--- src/common/vec_cfg_pkg.sv ---
package vec_cfg_pkg;

    //////////////////////////////////////////////////////////////////////
    // Vector geometry
    //////////////////////////////////////////////////////////////////////

    parameter int VLEN            = 128;
    parameter int SLICE_W         = 32;
    parameter int SLICES_PER_LANE = VLEN / SLICE_W;
    parameter int MAX_REGS        = 4;

    typedef logic [VLEN-1:0] vreg_t;

    // Register 0 sits in the low bits
    typedef vreg_t [MAX_REGS-1:0] vreg_group_t;

    typedef logic [$clog2(MAX_REGS)-1:0] reg_idx_t;

    // Both encoded as log2 of the count
    typedef enum logic [1:0] {
        LANES_1 = 2'd0,
        LANES_2 = 2'd1,
        LANES_4 = 2'd2
    } lanes_t;

    typedef enum logic [1:0] {
        LMUL_1 = 2'd0,
        LMUL_2 = 2'd1,
        LMUL_4 = 2'd2
    } lmul_t;

endpackage

--- src/common/lane_result_if.sv ---
`timescale 1ns/100ps

interface lane_result_if #(
    parameter int NUM_LANES = 4
);
    import vec_cfg_pkg::*;

    logic                  valid;
    logic [NUM_LANES-1:0]  lane_en;
    // One result register per lane
    vreg_t [NUM_LANES-1:0] data;
    reg_idx_t              base_reg;
    logic                  last;

    modport lanes (
        output valid, lane_en, data, base_reg, last
    );

    modport collect (
        input valid, lane_en, data, base_reg, last
    );

endinterface

--- src/result_collector.sv ---
`timescale 1ns/100ps

module result_collector #(
    parameter int NUM_LANES = 4
) (
    input  logic                     clk,
    input  logic                     nrst,
    input  logic                     clear,
    lane_result_if.collect           res,
    output vec_cfg_pkg::vreg_group_t result,
    output logic                     done
);
    import vec_cfg_pkg::*;

    //////////////////////////////////////////////////////////////////////
    // Result registers
    //////////////////////////////////////////////////////////////////////

    always_ff @(posedge clk or negedge nrst) begin
        if (!nrst) begin
            result <= '0;
            done   <= 1'b0;
        end else begin
            done <= res.valid && res.last;
            if (clear) begin
                // New request wipes the whole group
                result <= '0;
            end else if (res.valid) begin
                for (int i = 0; i < NUM_LANES; i++) begin
                    if (res.lane_en[i] && ((int'(res.base_reg) + i) < MAX_REGS)) begin
                        result[int'(res.base_reg) + i] <= res.data[i];
                    end
                end
            end
        end
    end

    // Sequencer enables must never point past the group
    for (genvar i = 0; i < NUM_LANES; i++) begin : g_chk
        a_reg_range: assert property (@(posedge clk) disable iff (!nrst)
            (res.valid && res.lane_en[i]) |-> ((int'(res.base_reg) + i) < MAX_REGS));
    end

endmodule

--- src/flat_wrapper.sv ---
// flat-port wrapper written by rule: the top's interface ports become plain ports
module result_collector_flat import vec_cfg_pkg::*;
#(
    parameter int NUM_LANES = 4
)
  (clk, nrst, clear, result, done, res_valid, res_lane_en, res_data, res_base_reg, res_last);
  lane_result_if #(.NUM_LANES(NUM_LANES)) res_i ();
  input  logic clk;
  input  logic nrst;
  input  logic clear;
  output vec_cfg_pkg::vreg_group_t result;
  output logic done;
  input wire logic [$bits(res_i.valid)-1:0] res_valid;
  input wire logic [$bits(res_i.lane_en)-1:0] res_lane_en;
  input wire logic [$bits(res_i.data)-1:0] res_data;
  input wire logic [$bits(res_i.base_reg)-1:0] res_base_reg;
  input wire logic [$bits(res_i.last)-1:0] res_last;
  assign res_i.valid = res_valid;
  assign res_i.lane_en = res_lane_en;
  assign res_i.data = res_data;
  assign res_i.base_reg = res_base_reg;
  assign res_i.last = res_last;
  result_collector #(.NUM_LANES(NUM_LANES)) u_core (.clk(clk), .nrst(nrst), .clear(clear), .res(res_i), .result(result), .done(done));
endmodule
--- config.mk ---
export PLATFORM = sky130hd
export DESIGN_NAME = result_collector_flat
export DESIGN_NICKNAME = d
export VERILOG_FILES = /design/src/common/vec_cfg_pkg.sv /design/src/common/lane_result_if.sv /design/src/result_collector.sv /design/src/flat_wrapper.sv
export SDC_FILE = /design/constraint.sdc
export NUM_CORES = 2
export LEC_CHECK = 0
export BUFFER_PORTS_ARGS = -buffer_cell sky130_fd_sc_hd__buf_4
export CORE_AREA = 2 2 401 403
export DETAILED_ROUTE_END_ITERATION = 10
export DIE_AREA = 0 0 403 405
export SETUP_SLACK_MARGIN = 0.1
export SLEW_MARGIN = 25
export SYNTH_ARGS = -nofsm -noshare
export SYNTH_HDL_FRONTEND = slang
export SYNTH_SLANG_ARGS = --single-unit
--- constraint.sdc ---
create_clock -name clk -period 1.5 [get_ports clk]
set_input_delay 0.3 -clock clk [delete_from_list [all_inputs] [get_ports clk]]
set_output_delay 0.3 -clock clk [all_outputs]
set_load 0.05 [all_outputs]
==> impl_metrics.yaml <==
sta:
  finalSetupViolCount: 425
  fin_hold_ws_ps: 75.5
  hold_violations: 0
  drv_slew: 0
  layout_setup_ws_ps: -141
  rsz0062_at_grt: "yes"
  final.min_clock_period_ps: 1640
  fin_skew_ps: 0
  post-route-period-util: 1.09
  tightest_slew_ps: 669
  relSlewSlack: 0.554
  fmax_mhz: 609
floorplanning:
  placementRows: 147
  design.core.area_um2: 159000
  boundaryPins: 1036
  die_area_um2: 163000
  die_h_um: 405
  start_util: 0.217
  die_x_um: 403
global_route:
  grt_max_degree: 96
  grt_pass1_vias: 44900
  top_usage_layer: "met2"
  grt_use_met1: 0.308
  overflow: 0
  antenna_found_initial: 24
  grt_use_total: 0.261
  grt_util_met2: 0.411
  use_met3: 0.0746
  grt_pass1_wl_um: 319000
synthesis:
  synth-async-reset-ratio: 1.00
  seq_area_frac_synth: 0.372
  syn_inst: 4009
  synth_commonest_cells: "dfrtp_1 (513), clkbuf_1 (404), o21ai_0 (378), nor2_1 (264)"
  yosysTopAreaCell: "dfrtp_1"
  ys_ff_latch: 513
  netlist_area_um2: 34500
  synth-edff-count: 0
  syn_nets: 4532
  ys_warn_count: 0
  yosys.cell_count.top_type: "dfrtp_1"
  syn_avg_cell_area_um2: 8.61
  synth_top_area_share: 0.372
  yosysUniqueCellTypes: 38
  synth_flop_cell: "dfrtp_1"
  synthTopCellsByArea: "dfrtp_1 (37%), o21ai_0 (5.5%), o22ai_1 (4.6%)"
pwr:
  power_mw: 52.6
  peakVddDrop_v: 0.000736
  p_leak_nw: 28.0
  cellPowerDensity_nw_per_um2: 835
min_path:
  hold_depth: 4
  hold_path.class: "input pin to flop"
layout:
  stdcell_count: 8146
  syn_to_final_growth_pct: 82.6
  multiInputGateArea_um2: 21500
  seq_area_um2: 13000
  stdcell_area_um2: 63000
  final_nets: 6522
  final_layout_size_suffix_gt1_frac: 0.473
  fillers: 15300
status:
  violations: "setup timing"
  status: "finished, violations left"
worst_setup_path:
  critPathKind: "flop to output port"
  cp_slowest_cell: "dfrtp_1"
  cp_cell_sequence: "buf_6 -> buf_12"
  cp_max_fo: 2
  cp.arrival_ps: 1340
  ff2ff_path_depth: 6
  crit_path_start_kind: "flop"
  cp.buffers_inverters: 2
  cpPeakStageDelay_ps: 390
  worst_setup_path_end_kind: "output port"
  critPathRequiredTime_ps: 1200
  cp.depth: 2
  cp_top_family: "flip-flops"
run:
  maxCapViolations: 0
cts:
  cts_root_buffer: "clkbuf_16"
  clk_pin_slew_ps: 70
  cts_tree: "yes"
  htree_levels: 3
  cts_buffers: 70
  clk_path_buf_depth: 3
  worstSkewPairLatency_ps: 670
  cts_sinks: 513
route:
  first_pass_iters: 6
  routedWlPerCell_um: 27.8
  antenna_left: 0
  first_iter_violations: 5164
  vias: 46800
  wl_um: 227000
  post-route-drc-count: 0
  vias_per_cell: 5.74
placed_design:
  portBuffers: 1035
  pre_cts_ws_ps: -454
  gp_congestion: 0.937
  dpl.cell_count: 7087
  placed_area_um2: 49600
  hpwlAfterDp_um: 161000
[registers in the layout (all words and copies together), names as in the netlist]
signal and count:
u_core.result 512, u_core.done 1
[per-stage QoR]
stage               utilization  TNS (ps)
floorplan                     -    -36700
CTS                       0.385    -57440
global route              0.396    -47060
global placement          0.311   -158870
detailed placement        0.311   -164300
finish                    0.396    -15390
[cell usage in the layout (no fill, tap or decap), types with 83 or more instances in the layout]
cell and count:
o22a_1 127, dlygate4sd3_1 357, nand3_1 128, o22ai_1 203, dfrtp_1 422, o21ai_1 152, nor3_1 127, a22oi_1 111
a21oi_1 256, a211o_1 128, or2_2 99, o2111ai_1 83, nand3b_1 127, nand2_1 130, nor2_1 263, buf_6 517
buf_12 159, o21ai_0 230, buf_4 1353, a211oi_1 128, o211ai_1 185, a221oi_2 119, dfrtp_2 91
[metal layers]
metal  vias up  wire, um
met5         -       145
met1     23000     82900
met3       849     23800
met2      3199    101000
met4        22     18400
li1      19700         -
[worst register-to-register path, delay by kind of cell, from the launching register on]
family,cells,cell delay [ps]
simple gates,1,260
compound gates,3,540
flops,1,390
buf+inv,2,250
[final cells by class]
class / instances / share of cell area
Timing Repair Buffer: 2442 / 0.374
Clock buffer: 100 / 0.0320
Tap cell: 2086 / 0.0414
Inverter: 2 / 0.000238
Multi-Input combinational cell: 2970 / 0.341
Clock inverter: 24 / 0.00508
Antenna cell: 9 / 0.000357
Sequential cell: 513 / 0.205
[logic make-up (layout without fill, tap and decap cells)]
logic type,after synthesis,count (layout),synth area share
buffers and inverters,526,2568,0.0617
flip-flops,513,513,0.372
other,0,9,0
AO/OA/AOI/OAI,1919,1919,0.391
AND/OR/NAND/NOR,922,922,0.134
multiplexers,129,129,0.0420
[what timing repair did]
item                                    CTS  global route
endpoints found under the hold margin   752             0
hold buffers                            357             0
endpoints found under the setup margin  514           627
gates resized for setup                 717           160
setup buffers                           437           138
pin swaps                                 2            97
[where the power goes]
group / switching, mW / internal [mW]
registers: 0.808 / 14.7
logic: 10.9 / 8.38
clock network: 7.53 / 10.3
total: 19.2 / 33.4
[worst paths after layout]
| path | from | endpoint | slack, ps |
|---|---|---|---|
| worst max-delay path | u_core.result[449] | result[449] | -140 |
| worst min-delay path | res_data[461] | u_core.result[461] | 80 |
| worst min register to register | u_core.result[98] | u_core.result[98] | 560 |
| worst max register to register | u_core.result[443] | u_core.result[443] | -60 |
| min in group asynchronous | nrst | u_core.result[248] | 130 |
| max in group asynchronous | nrst | u_core.result[430] | 540 |
Power figures use the tool's default switching activity.
